[config.mk]
export PLATFORM = sky130hd
export DESIGN_NAME = lc3b_core
export DESIGN_NICKNAME = d
export VERILOG_FILES = /design/src/verilog/lc3b_types.sv /design/src/verilog/lc3b_core.sv /design/src/verilog/lc3b_datapath.sv /design/src/verilog/alu.sv /design/src/verilog/regfile.sv /design/src/verilog/control_rom.sv
export VERILOG_INCLUDE_DIRS = /design/src /design/src/verilog
export SDC_FILE = /design/constraint.sdc
export NUM_CORES = 1
export LEC_CHECK = 0
export ABC_AREA = 1
export BUFFER_PORTS_ARGS = -buffer_cell sky130_fd_sc_hd__buf_2
export CAP_MARGIN = 20
export CORE_MARGIN = 1.5
export CORE_UTILIZATION = 55
export CTS_BUF_LIST = sky130_fd_sc_hd__clkbuf_4 sky130_fd_sc_hd__clkbuf_8 sky130_fd_sc_hd__clkbuf_16
export CTS_CLUSTER_DIAMETER = 40
export DETAILED_ROUTE_END_ITERATION = 12
export GPL_TIMING_DRIVEN = 1
export HOLD_SLACK_MARGIN = 0.12
export PLACE_DENSITY_LB_ADDON = 0.15
export SLEW_MARGIN = 20
export SYNTH_ARGS = -nofsm -noshare
export SYNTH_HDL_FRONTEND = slang
export SYNTH_HIERARCHICAL = 1
export SYNTH_SLANG_ARGS = --single-unit
[constraint.sdc]
create_clock -name clk -period 3.9 [get_ports clk]
set_input_delay 0 -clock clk [delete_from_list [all_inputs] [get_ports clk]]
set_output_delay 0 -clock clk [all_outputs]
set_load 0.01 [all_outputs]
[src/verilog/lc3b_consts.svh]
`ifndef LC3B_CONSTS_SVH
`define LC3B_CONSTS_SVH

// Datapath widths.
`define LC3B_WORD_W     16
`define LC3B_REG_W      3
`define LC3B_NUM_REGS   8

// First fetch address after reset.
`define LC3B_RESET_PC   16'h0000

// Sign-extension selector codes.
// OFF6, OFF9 and OFF11 are word offsets that are scaled by two.
`define SEXT_IMM5       3'b000
`define SEXT_OFF6       3'b001
`define SEXT_OFF9       3'b010
`define SEXT_BOFF6      3'b100
`define SEXT_OFF11      3'b101

`endif
[src/verilog/lc3b_types.sv]
`include "lc3b_consts.svh"

package lc3b_types;

	typedef logic [`LC3B_WORD_W-1:0] lc3b_word;
	typedef logic [`LC3B_REG_W-1:0] lc3b_reg;

	typedef enum logic [3:0] {
		op_br   = 4'b0000,
		op_add  = 4'b0001,
		op_ldb  = 4'b0010,
		op_stb  = 4'b0011,
		op_jsr  = 4'b0100,
		op_and  = 4'b0101,
		op_ldr  = 4'b0110,
		op_str  = 4'b0111,
		op_rti  = 4'b1000,
		op_not  = 4'b1001,
		op_ldi  = 4'b1010,
		op_sti  = 4'b1011,
		op_jmp  = 4'b1100,
		op_shf  = 4'b1101,
		op_lea  = 4'b1110,
		op_trap = 4'b1111
	} lc3b_opcode;

	typedef enum logic [2:0] {
		alu_add,
		alu_and,
		alu_not,
		alu_pass,
		alu_sll,
		alu_srl,
		alu_sra
	} lc3b_aluop;

	// Decoded controls for one instruction.
	typedef struct packed {
		lc3b_opcode opcode;
		logic load_cc;
		logic load_regfile;
		logic [1:0] pc_sel;
		logic [2:0] sext_sel;
		logic [1:0] wb_sel;
		lc3b_aluop aluop;
		logic src_b_mux_sel;
		logic dest_sel;
		logic ex_write_sel;
		logic lea_mux_sel;
		logic mem_read;
		logic mem_write;
	} lc3b_control_word;

	// Data-port request that is valid for the cycle it is driven.
	typedef struct packed {
		lc3b_word addr;
		lc3b_word wdata;
		logic read;
		logic write;
		logic [1:0] byte_en;
	} lc3b_dmem_req;

endpackage : lc3b_types

[src/verilog/lc3b_core.sv]
`timescale 1ns/1ps

module lc3b_core
	import lc3b_types::*;
(
	input logic clk,
	input logic arst_n,
	output lc3b_word imem_addr,
	input lc3b_word imem_rdata,
	output lc3b_dmem_req dmem_req,
	input lc3b_word dmem_rdata
);

lc3b_opcode opcode;
logic A, D, R;
lc3b_control_word ctrl;
logic rf_load;
lc3b_reg rf_dest, rf_src_a, rf_src_b;
lc3b_word rf_in, reg_a, reg_b;
lc3b_word alu_a, alu_b, alu_result;
lc3b_aluop alu_op;

control_rom u_control_rom (
	.opcode (opcode),
	.A      (A),
	.D      (D),
	.R      (R),
	.ctrl   (ctrl)
);

lc3b_datapath u_datapath (
	.clk        (clk),
	.arst_n     (arst_n),
	.imem_addr  (imem_addr),
	.imem_rdata (imem_rdata),
	.opcode     (opcode),
	.A          (A),
	.D          (D),
	.R          (R),
	.ctrl       (ctrl),
	.rf_load    (rf_load),
	.rf_dest    (rf_dest),
	.rf_src_a   (rf_src_a),
	.rf_src_b   (rf_src_b),
	.rf_in      (rf_in),
	.reg_a      (reg_a),
	.reg_b      (reg_b),
	.alu_a      (alu_a),
	.alu_b      (alu_b),
	.alu_op     (alu_op),
	.alu_result (alu_result),
	.dmem_req   (dmem_req),
	.dmem_rdata (dmem_rdata)
);

regfile u_regfile (
	.clk    (clk),
	.arst_n (arst_n),
	.load   (rf_load),
	.dest   (rf_dest),
	.in     (rf_in),
	.src_a  (rf_src_a),
	.src_b  (rf_src_b),
	.reg_a  (reg_a),
	.reg_b  (reg_b)
);

alu u_alu (
	.aluop (alu_op),
	.a     (alu_a),
	.b     (alu_b),
	.f     (alu_result)
);

endmodule : lc3b_core

[src/verilog/lc3b_datapath.sv]
`timescale 1ns/1ps
`include "lc3b_consts.svh"

module lc3b_datapath
	import lc3b_types::*;
(
	input logic clk,
	input logic arst_n,
	output lc3b_word imem_addr,
	input lc3b_word imem_rdata,
	output lc3b_opcode opcode,
	output logic A,
	output logic D,
	output logic R,
	input lc3b_control_word ctrl,
	output logic rf_load,
	output lc3b_reg rf_dest,
	output lc3b_reg rf_src_a,
	output lc3b_reg rf_src_b,
	output lc3b_word rf_in,
	input lc3b_word reg_a,
	input lc3b_word reg_b,
	output lc3b_word alu_a,
	output lc3b_word alu_b,
	output lc3b_aluop alu_op,
	input lc3b_word alu_result,
	output lc3b_dmem_req dmem_req,
	input lc3b_word dmem_rdata
);

lc3b_word pc, pc_next, pc_plus2, pc_rel;
lc3b_word ir, sext_out, mem_addr, mem_byte;
logic [2:0] cc, cc_next;
logic br_taken, use_imm;

assign ir = imem_rdata;
assign imem_addr = pc;

// Fields for the decoder.
assign opcode = lc3b_opcode'(ir[15:12]);
assign A = ir[5];
assign D = ir[4];
assign R = ir[11];

//////////////////////////////
// Sign extension and operands.
always_comb begin
	case (ctrl.sext_sel)
		`SEXT_IMM5:  sext_out = {{11{ir[4]}}, ir[4:0]};
		`SEXT_OFF6:  sext_out = {{9{ir[5]}}, ir[5:0], 1'b0};
		`SEXT_OFF9:  sext_out = {{6{ir[8]}}, ir[8:0], 1'b0};
		`SEXT_OFF11: sext_out = {{4{ir[10]}}, ir[10:0], 1'b0};
		`SEXT_BOFF6: sext_out = {{10{ir[5]}}, ir[5:0]};
		default:     sext_out = '0;
	endcase
end

// SHF always takes its amount from the instruction.
assign use_imm = ((ctrl.opcode == op_add || ctrl.opcode == op_and) && ir[5]) ||
		(ctrl.opcode == op_shf);

assign rf_src_a = ir[8:6];
assign rf_src_b = ctrl.src_b_mux_sel ? ir[11:9] : ir[2:0];
assign alu_a = reg_a;
assign alu_b = use_imm ? sext_out : reg_b;
assign alu_op = ctrl.aluop;

//////////////////////////////
// Data port.
assign mem_addr = reg_a + sext_out;
assign mem_byte = mem_addr[0] ? {{8{dmem_rdata[15]}}, dmem_rdata[15:8]} :
		{{8{dmem_rdata[7]}}, dmem_rdata[7:0]};

assign dmem_req.addr = mem_addr;
assign dmem_req.wdata = ctrl.ex_write_sel ? {reg_b[7:0], reg_b[7:0]} : reg_b;
assign dmem_req.read = ctrl.mem_read;
assign dmem_req.write = ctrl.mem_write;
assign dmem_req.byte_en = ctrl.ex_write_sel ? (mem_addr[0] ? 2'b10 : 2'b01) : 2'b11;

//////////////////////////////
// Writeback and condition codes.
assign rf_load = ctrl.load_regfile;
assign rf_dest = ctrl.dest_sel ? 3'd7 : ir[11:9];

always_comb begin
	if (ctrl.lea_mux_sel)
		rf_in = pc_rel;
	else if (ctrl.dest_sel)
		rf_in = pc_plus2;
	else begin
		case (ctrl.wb_sel)
			2'b01: rf_in = dmem_rdata;
			2'b10: rf_in = mem_byte;
			default: rf_in = alu_result;
		endcase
	end
end

always_comb begin
	if (rf_in[15])
		cc_next = 3'b100;
	else if (rf_in == '0)
		cc_next = 3'b010;
	else
		cc_next = 3'b001;
end

//////////////////////////////
// Next PC.
assign pc_plus2 = pc + 16'd2;
assign pc_rel = pc_plus2 + sext_out;
assign br_taken = |(ir[11:9] & cc);

always_comb begin
	case (ctrl.pc_sel)
		2'b01: pc_next = (ctrl.opcode != op_br || br_taken) ? pc_rel : pc_plus2;
		2'b10: pc_next = alu_result;
		default: pc_next = pc_plus2;
	endcase
end

always_ff @(posedge clk or negedge arst_n) begin
	if (!arst_n) begin
		pc <= `LC3B_RESET_PC;
		cc <= 3'b010;
	end else begin
		pc <= pc_next;
		if (ctrl.load_cc)
			cc <= cc_next;
	end
end

endmodule : lc3b_datapath

[src/verilog/alu.sv]
`timescale 1ns/1ps

module alu
	import lc3b_types::*;
(
	input lc3b_aluop aluop,
	input lc3b_word a,
	input lc3b_word b,
	output lc3b_word f
);

logic [3:0] shamt;

// Shift amount is the low nibble of b.
assign shamt = b[3:0];

always_comb begin
	case (aluop)
		alu_add:
			f = a + b;
		alu_and:
			f = a & b;
		alu_not:
			f = ~a;
		alu_sll:
			f = a << shamt;
		alu_srl:
			f = a >> shamt;
		alu_sra:
			f = lc3b_word'($signed(a) >>> shamt);
		default:
			f = a;
	endcase
end

endmodule : alu

[src/verilog/regfile.sv]
`timescale 1ns/1ps
`include "lc3b_consts.svh"

module regfile
	import lc3b_types::*;
(
	input logic clk,
	input logic arst_n,
	input logic load,
	input lc3b_reg dest,
	input lc3b_word in,
	input lc3b_reg src_a,
	input lc3b_reg src_b,
	output lc3b_word reg_a,
	output lc3b_word reg_b
);

lc3b_word data [`LC3B_NUM_REGS];

always_ff @(posedge clk or negedge arst_n) begin
	if (!arst_n) begin
		for (int i = 0; i < `LC3B_NUM_REGS; i++)
			data[i] <= '0;
	end else if (load) begin
		data[dest] <= in;
	end
end

// Reads see the value from before this edge.
assign reg_a = data[src_a];
assign reg_b = data[src_b];

endmodule : regfile

[src/verilog/control_rom.sv]
`timescale 1ns/1ps
`include "lc3b_consts.svh"

module control_rom
	import lc3b_types::*;
(
	input lc3b_opcode opcode,
	input logic A,
	input logic D,
	input logic R,
	output lc3b_control_word ctrl
);

always_comb begin
	// Defaults give a no-op that falls through to PC+2.
	ctrl.opcode = opcode;
	ctrl.load_cc = 1'b0;
	ctrl.load_regfile = 1'b0;
	ctrl.pc_sel = 2'b00;
	ctrl.sext_sel = `SEXT_IMM5;
	ctrl.wb_sel = 2'b00;
	ctrl.aluop = alu_add;
	ctrl.src_b_mux_sel = 1'b0;
	ctrl.dest_sel = 1'b0;
	ctrl.ex_write_sel = 1'b0;
	ctrl.lea_mux_sel = 1'b0;
	ctrl.mem_read = 1'b0;
	ctrl.mem_write = 1'b0;

	case (opcode)
		op_add: begin
			ctrl.aluop = alu_add;
			ctrl.load_regfile = 1'b1;
			ctrl.load_cc = 1'b1;
		end
		op_and: begin
			ctrl.aluop = alu_and;
			ctrl.load_regfile = 1'b1;
			ctrl.load_cc = 1'b1;
		end
		op_not: begin
			ctrl.aluop = alu_not;
			ctrl.load_regfile = 1'b1;
			ctrl.load_cc = 1'b1;
		end
		op_shf: begin
			ctrl.load_regfile = 1'b1;
			ctrl.load_cc = 1'b1;
			if (!D)
				ctrl.aluop = alu_sll;
			else if (!A)
				ctrl.aluop = alu_srl;
			else
				ctrl.aluop = alu_sra;
		end

		//////////////////////////////
		// Control flow.
		op_br: begin
			ctrl.pc_sel = 2'b01;
			ctrl.sext_sel = `SEXT_OFF9;
		end
		op_jmp: begin
			ctrl.aluop = alu_pass;
			ctrl.pc_sel = 2'b10;
		end
		op_jsr: begin
			ctrl.load_regfile = 1'b1;
			ctrl.dest_sel = 1'b1;
			if (R) begin
				ctrl.sext_sel = `SEXT_OFF11;
				ctrl.pc_sel = 2'b01;
			end else begin
				// JSRR jumps through the base register.
				ctrl.aluop = alu_pass;
				ctrl.pc_sel = 2'b10;
			end
		end
		op_lea: begin
			ctrl.load_regfile = 1'b1;
			ctrl.load_cc = 1'b1;
			ctrl.sext_sel = `SEXT_OFF9;
			ctrl.lea_mux_sel = 1'b1;
		end

		//////////////////////////////
		// Memory access.
		op_ldr: begin
			ctrl.load_regfile = 1'b1;
			ctrl.load_cc = 1'b1;
			ctrl.wb_sel = 2'b01;
			ctrl.sext_sel = `SEXT_OFF6;
			ctrl.mem_read = 1'b1;
		end
		op_ldb: begin
			ctrl.load_regfile = 1'b1;
			ctrl.load_cc = 1'b1;
			ctrl.wb_sel = 2'b10;
			ctrl.sext_sel = `SEXT_BOFF6;
			ctrl.mem_read = 1'b1;
		end
		op_str: begin
			ctrl.sext_sel = `SEXT_OFF6;
			ctrl.src_b_mux_sel = 1'b1;
			ctrl.mem_write = 1'b1;
		end
		op_stb: begin
			ctrl.sext_sel = `SEXT_BOFF6;
			ctrl.src_b_mux_sel = 1'b1;
			ctrl.ex_write_sel = 1'b1;
			ctrl.mem_write = 1'b1;
		end

		// Not implemented in this core.
		op_ldi: begin
		end
		op_sti: begin
		end
		op_trap: begin
		end
		default: begin
			// RTI and anything else keep the no-op defaults.
		end
	endcase
end

endmodule : control_rom

Word-level counts from Yosys, hierarchy flattened
Index checks and enable logic that the tools add are counted.
{"block": "totals", "reg_bits": 147, "word_cells": 110}
{"block": "op_classes", "addsub": 4, "order_cmp": 4, "n_eq_ne": 24, "shifts": 3, "mux": 41, "bitwise_logic": 6, "n_reduce_logical": 18}
{"cell": "$mux W16", "n": 11}
{"cell": "$bwmux W128", "n": 1}
{"cell": "$bmux W16 S3", "n": 2}
{"cell": "$pmux W16 S6", "n": 1}
{"cell": "$pmux W16 S5", "n": 1}
{"cell": "$pmux W16 S2", "n": 2}
{"cell": "$add A16 B16 Y16", "n": 3}
{"cell": "$demux W16 S3", "n": 1}
{"cell": "$add A16 B2 Y16 const B", "n": 1}
{"cell": "$and A16 B16 Y16", "n": 1}
{"cell": "$eq A4 B3 Y1 const B", "n": 4}
{"cell": "$eq A4 B4 Y1 const B", "n": 4}
{"cell": "$logic_not A16 Y1", "n": 1}
{"cell": "$not A16 Y16", "n": 1}
{"cell": "$shl A16 B4 Y16", "n": 1}
{"cell": "$shr A16 B4 Y16", "n": 1}
{"cell": "$sshr A16 B4 Y16", "n": 1}
{"cell": "$eq A3 B3 Y1 const B", "n": 5}
{"cell": "$pmux W3 S5", "n": 1}
{"cell": "$mux W2", "n": 7}
{"cell": "$ge A4 B4 Y1 const B", "n": 3}
{"cell": "$mux W3", "n": 4}
{"cell": "$not A3 Y4", "n": 3}
{"cell": "$pmux W3 S4", "n": 1}
{"cell": "other kinds (20)", "n": 39}

Logic depth before layout (Yosys ltp)
{"block": "logic_depth", "depth_word": 17, "ltp_mapped": 37, "mapped_depth_nobuf": 34}

Hierarchy
The synthesis kept the hierarchy.
{"module": "regfile", "n_inst": 1, "cells_per_inst": 1165, "area_each_um2": 7489.7, "seq_area_each_um2": 3203.1}
{"module": "lc3b_datapath", "n_inst": 1, "cells_per_inst": 835, "area_each_um2": 4738.3, "seq_area_each_um2": 476.7}
{"module": "alu", "n_inst": 1, "cells_per_inst": 615, "area_each_um2": 2837.7, "seq_area_each_um2": 0.0}
{"module": "control_rom", "n_inst": 1, "cells_per_inst": 56, "area_each_um2": 254.0, "seq_area_each_um2": 0.0}

Worst setup path after synthesis
No wires, ideal clock.
{"block": "synth_timing", "path_kind": "input-to-reg", "start": "in imem_rdata[15]", "end": "reg u_datapath.cc[0]", "setup_time_ns": 0.116, "t_arrival_ns": 3.777, "path_slack_ns": 0.006, "path_stages": 34, "path_buffers": 5, "path_cell_list": "buf_4 > buf_6 > nor2_1 > buf_4 > nand2_1 > o21ai_0 > buf_2 > buf_2 > nand2_1 > nand3_1 > nand2_1 > nand2_1 > nand2_1 > mux2_2 > ha_1 > fa_1 > nand2_1 > nand2_1 > and2_1 > nor2_1 > o22ai_1 > nor3_1 > nand2_1 > or2_1 > nand2_1 > nand2_1 > nand2_1 > nand2_1 > nor2_1 > nand4_2 > nor2_4 > nand2_1 > nand2_1 > nand2_1"}
{"item": "start, declared", "line": "lc3b_core.sv:9", "source": "input lc3b_word imem_rdata,"}
{"item": "end signal, assigned", "line": "lc3b_datapath.sv:129", "source": "cc <= cc_next;"}
{"item": "end, declared", "line": "lc3b_datapath.sv:33", "source": "logic [2:0] cc, cc_next;"}

Worst setup path after layout
{"block": "layout_timing", "start": "in imem_rdata[12]", "end": "reg u_regfile/data[127] in the netlist's numbering"}
{"block": "layout_between", "elab_chain_len": 15, "elab_cells_between_ends": 67, "cone_classes": "add/sub: 3; order compare: 2; eq/ne: 22; shift: 3; mux: 22; bitwise: 3; reduce/logical: 12"}
{"item": "$eq A4 B3 Y1 or $eq A4 B2 Y1 (tied branches)", "line": "control_rom.sv:30", "source": "case (opcode)"}
{"item": "$reduce_or A2 Y1 (no line) (*)"}
{"item": "$mux W1 (*)", "line": "control_rom.sv:30"}
{"item": "$mux W3 (*)", "line": "lc3b_datapath.sv:63", "source": "assign rf_src_b = ctrl.src_b_mux_sel ? ir[11:9] : ir[2:0];"}
{"item": "net rf_src_b[1]", "line": "lc3b_core.sv:18", "source": "lc3b_reg rf_dest, rf_src_a, rf_src_b;"}
{"item": "$not A3 Y4 (not written as such) (*)", "line": "regfile.sv:31", "source": "assign reg_b = data[src_b];"}
{"item": "$bmux W16 S3 (*)", "line": "regfile.sv:31"}
{"item": "$mux W16 (not written as such) (*) (2 in series)", "line": "regfile.sv:31"}
{"item": "(+1 left out)"}
{"item": "net alu_b[4]", "line": "lc3b_core.sv:20", "source": "lc3b_word alu_a, alu_b, alu_result;"}
{"item": "$add A16 B16 Y16 (*)", "line": "alu.sv:20", "source": "f = a + b;"}
{"item": "$pmux W16 S6 (*)", "line": "alu.sv:18", "source": "case (aluop)"}
{"item": "net alu_result[15]", "line": "lc3b_core.sv:20"}
{"item": "$pmux W16 S2 (*)", "line": "lc3b_datapath.sv:91", "source": "case (ctrl.wb_sel)"}
{"item": "$mux W16 (*)", "line": "lc3b_datapath.sv:88", "source": "else if (ctrl.dest_sel)"}
{"item": "$mux W16 (*)", "line": "lc3b_datapath.sv:86", "source": "if (ctrl.lea_mux_sel)"}
{"item": "net rf_in[15]", "line": "lc3b_core.sv:19", "source": "lc3b_word rf_in, reg_a, reg_b;"}
{"item": "$bwmux W128 (*)", "line": "regfile.sv:25", "source": "data[dest] <= in;"}
{"item": "end signal, assigned by index", "line": "regfile.sv:25"}
{"item": "end, declared", "line": "regfile.sv:18", "source": "lc3b_word data [`LC3B_NUM_REGS];"}
The timed path passes the listed nets; every way through them passes the cells marked *. The select of a mux whose other input is x is not followed.
A chain may end at the register's enable or synchronous reset.

==> key figures <==
Run status
  • Status: finished, final reports clean

Timing
  • Fin. Hold Viols: 0
  • Rel. slew slack: between 20% and 30%
  • Slew at the pin closest to its max-slew limit: around 1100 ps
  • Final max-slew violation count: 0
  • Hold_ws: 63.7 ps
  • Achievable Freq: about 270 MHz
  • Layout Skew: ~18 ps
  • Final-report setup violation count: 0
  • Tcrit/Tclk final: 96.3%
  • Fin crit period: approximately 3800 ps
  • RSZ-0062 raised after global routing: true

Global routing
  • Largest net degree at the start of global routing: 109
  • First-pass GRT wire length: 93500 um
  • Vias in the first global route: 17000
  • Initial antenna violation count: 0
  • Gr usage total: 41.9%
  • Total gr overflow: 0

Synth
  • Largest area contributor in the netlist: nand2_1
  • Sequential share of the synthesized area: approximately a quarter
  • Number of synthesized flops with an enable pin: 0
  • Post-synth top area share: around a quarter
  • Top-count cell post-synth: nand2_1
  • Area of the mapped netlist: 15300 sq um
  • Simple-gate share of the synthesized area: 42.6%
  • Main combinational cell family by area after synthesis: simple AND/OR/NAND/NOR gates
  • Prevailing post-synth register cell: dfrtp_1
  • Synthesis Warnings: 6
  • Most frequent cells after synthesis: nand2_1 (1073), inv_1 (349), nand3_1 (293)
  • Syn avg cell area: 5.74 sq um
  • Dominant cells by area after synthesis: nand2_1 (26%), dfrtp_1 (24%), nand3_1 (9.6%)
  • Post-synthesis mux area share: 0.515%
  • Compound-Gate Fraction of Synth Area: between 10% and 20%
  • Post-synthesis cell count: 2671
  • Flip-flop and latch count after synthesis: 147
  • Ys async rst share: 100%
  • Yosys cell types: 58
  • Xor and xnor fraction of the mapped netlist area: under 10%
  • Net Count, Synth: between 2000 and 3000
  • Post-synthesis adder-cell area fraction: 4.64%

Finish
  • Layout net count: 2955
  • Sequential cell area: 3680 sq um
  • Share of cells above drive strength 1: 17.1%
  • Area delta synth->final: 19.3%
  • Area of the multi-input gates: roughly 9600 sq um
  • # fillers: 2611
  • Diode count: 0
  • Final instance area: 18300 sq um

Critical path
  • Worst path required time: 4260 ps
  • WS Path Type: primary input to register
  • CP max-delay cell: ha_1
  • Critical path startpoint category: primary input
  • Critical Path Max Stage Delay: around 340 ps
  • Most frequent CP cell: nand2_1
  • CP max FO: 18
  • Worst setup EP type: register
  • Arr. time, crit path: 4110 ps

Floorplanning
  • Die W: 170 um
  • FP Rows: 60
  • Top-Level Pins: between 80 and 90
  • Die footprint: ~29000 sq um
  • Core Area: ~27000 sq um
  • Die H: roughly 170 um
  • Starting Density: 56.4%

CTS
  • Number of buffers created by CTS: 17
  • Htree depth: 4
  • CTS Buffer Depth: 2
  • # clock sinks: 147
  • CTS tree: done
  • Root buf cell: clkbuf_16
  • Clock slew at reported path FFs: approximately 80 ps
  • Clock latency on the worst-skew pair: 440 ps

Hold path
  • HP Class: primary input to async pin

Placed design
  • GPL Wtd Cong: 1.05
  • Placed Area: around 17000 sq um
  • Port bufs: between 80 and 90
  • DPL Wire Length: 46000 um

Route
  • Post-Route WL: 60500 um
  • Routed wire per std cell: approximately 19 um
  • Residual DRC: 0
  • Drt first-iter violations: 2583
  • Via density: around 5.8
  • Antenna-violating nets left: 0
  • Via count: between 15000 and 20000
  • First-pass DRT Iterations: 9

Pwr
  • Leakage power: 0.0102 uW
  • Pwr/cell area: 632 nW/um^2
  • Peak supply drop: approximately 390 uV

Flow run
  • Max_cap viols: 0
worst max-delay path: cells and delay by family:
| family | cells | cell delay [ps] |
|---|---|---|
| AND/OR/NAND/NOR | 15 | 1400 |
| AO/OA/AOI/OAI | 6 | 1210 |
| buffers and inverters | 6 | 840 |
| adder cells (fa/ha/maj) | 1 | 340 |
| multiplexers | 1 | 300 |
metal layers:
metal	global-route usage [%]	vias to the layer above	part of all wire, %
li1	-	8762	-
met1	56.1	8595	40
met2	66.0	1208	43
met3	6.56	226	11
met4	20.1	0	5.9
met5	0	-	0
cells by family (layout without fill, tap and decap cells):
logic type | after synthesis | after routing
compound gates | 350 | 350
mux | 7 | 7
flops | 147 | 147
fa+ha+maj | 55 | 55
simple gates | 1564 | 1564
buf+inv | 528 | 736
xor+xnor | 20 | 20
sequential cells by signal (all words and copies together) (netlist names):
name and cells:
u_regfile/data 128, u_datapath/imem_addr 16, u_datapath/cc 3
metrics by stage:
stage               std cells  total power [uW]  utilization, %  setup slack, ps  TNS [ps]
detailed placement       3210              9390            63.7             -698    -33050
CTS                      3244             11200            66.1             14.5         0
finish                   3251             11500            67.3              143         0
global placement         3210              9260            63.7             -708    -27040
floorplan                2671              6780               -             6.15         0
global route             3251             12400            67.3            -10.7     -17.0
final timing paths:
| path | startpoint | to | slack, ps | cells past startpoint |
|---|---|---|---|---|
| setup / recovery | imem_rdata[12] | u_regfile/data[127] | 140 | 29 |
| hold / removal | arst_n | u_regfile/data[69] | 60 | 2 |
| setup reg to reg | u_regfile/data[80] | u_regfile/data[36] | 180 | 24 |
| hold reg to reg | u_datapath/cc[1] | u_datapath/cc[1] | 480 | 2 |
| max in group asynchronous | arst_n | u_regfile/data[4] | 3060 | 3 |
| min in group clk | imem_rdata[13] | u_datapath/cc[1] | 270 | 8 |
power breakdown:
part,internal (uW),switching (uW)
Sequential,2160,370
Combinational,2710,4580
Clock,871,859
Total,5740,5810
cells in the final DEF, fill, tap and decap left out, drive strengths merged, types with 52 or more instances in the layout:
cell and count:
inv 367, nor2 118, nand3 296, ha 52
buf 338, nand2 1088, o21ai 211, a21oi 88
dfrtp 146
repair_timing:
item / 4_1_cts / 5_1_grt
pin swaps: 1 / 18
gates cloned: 0 / 1
endpoints found under the setup margin: 14 / 122
hold buffers: 2 / 0
gates resized for setup: 6 / 74
endpoints found under the hold margin: 106 / 0
buffers inserted: 0 / 5
layout make-up:
| cell class | count | share of cell area [%] |
|---|---|---|
| Clock buffer | 17 | 2.33 |
| Inverter | 363 | 7.49 |
| Clock inverter | 15 | 1.01 |
| Timing Repair Buffer | 341 | 14.1 |
| Sequential cell | 147 | 20.1 |
| Tap cell | 372 | 2.55 |
| Multi-Input combinational cell | 1996 | 52.4 |
(Power assumes the default switching activity.)
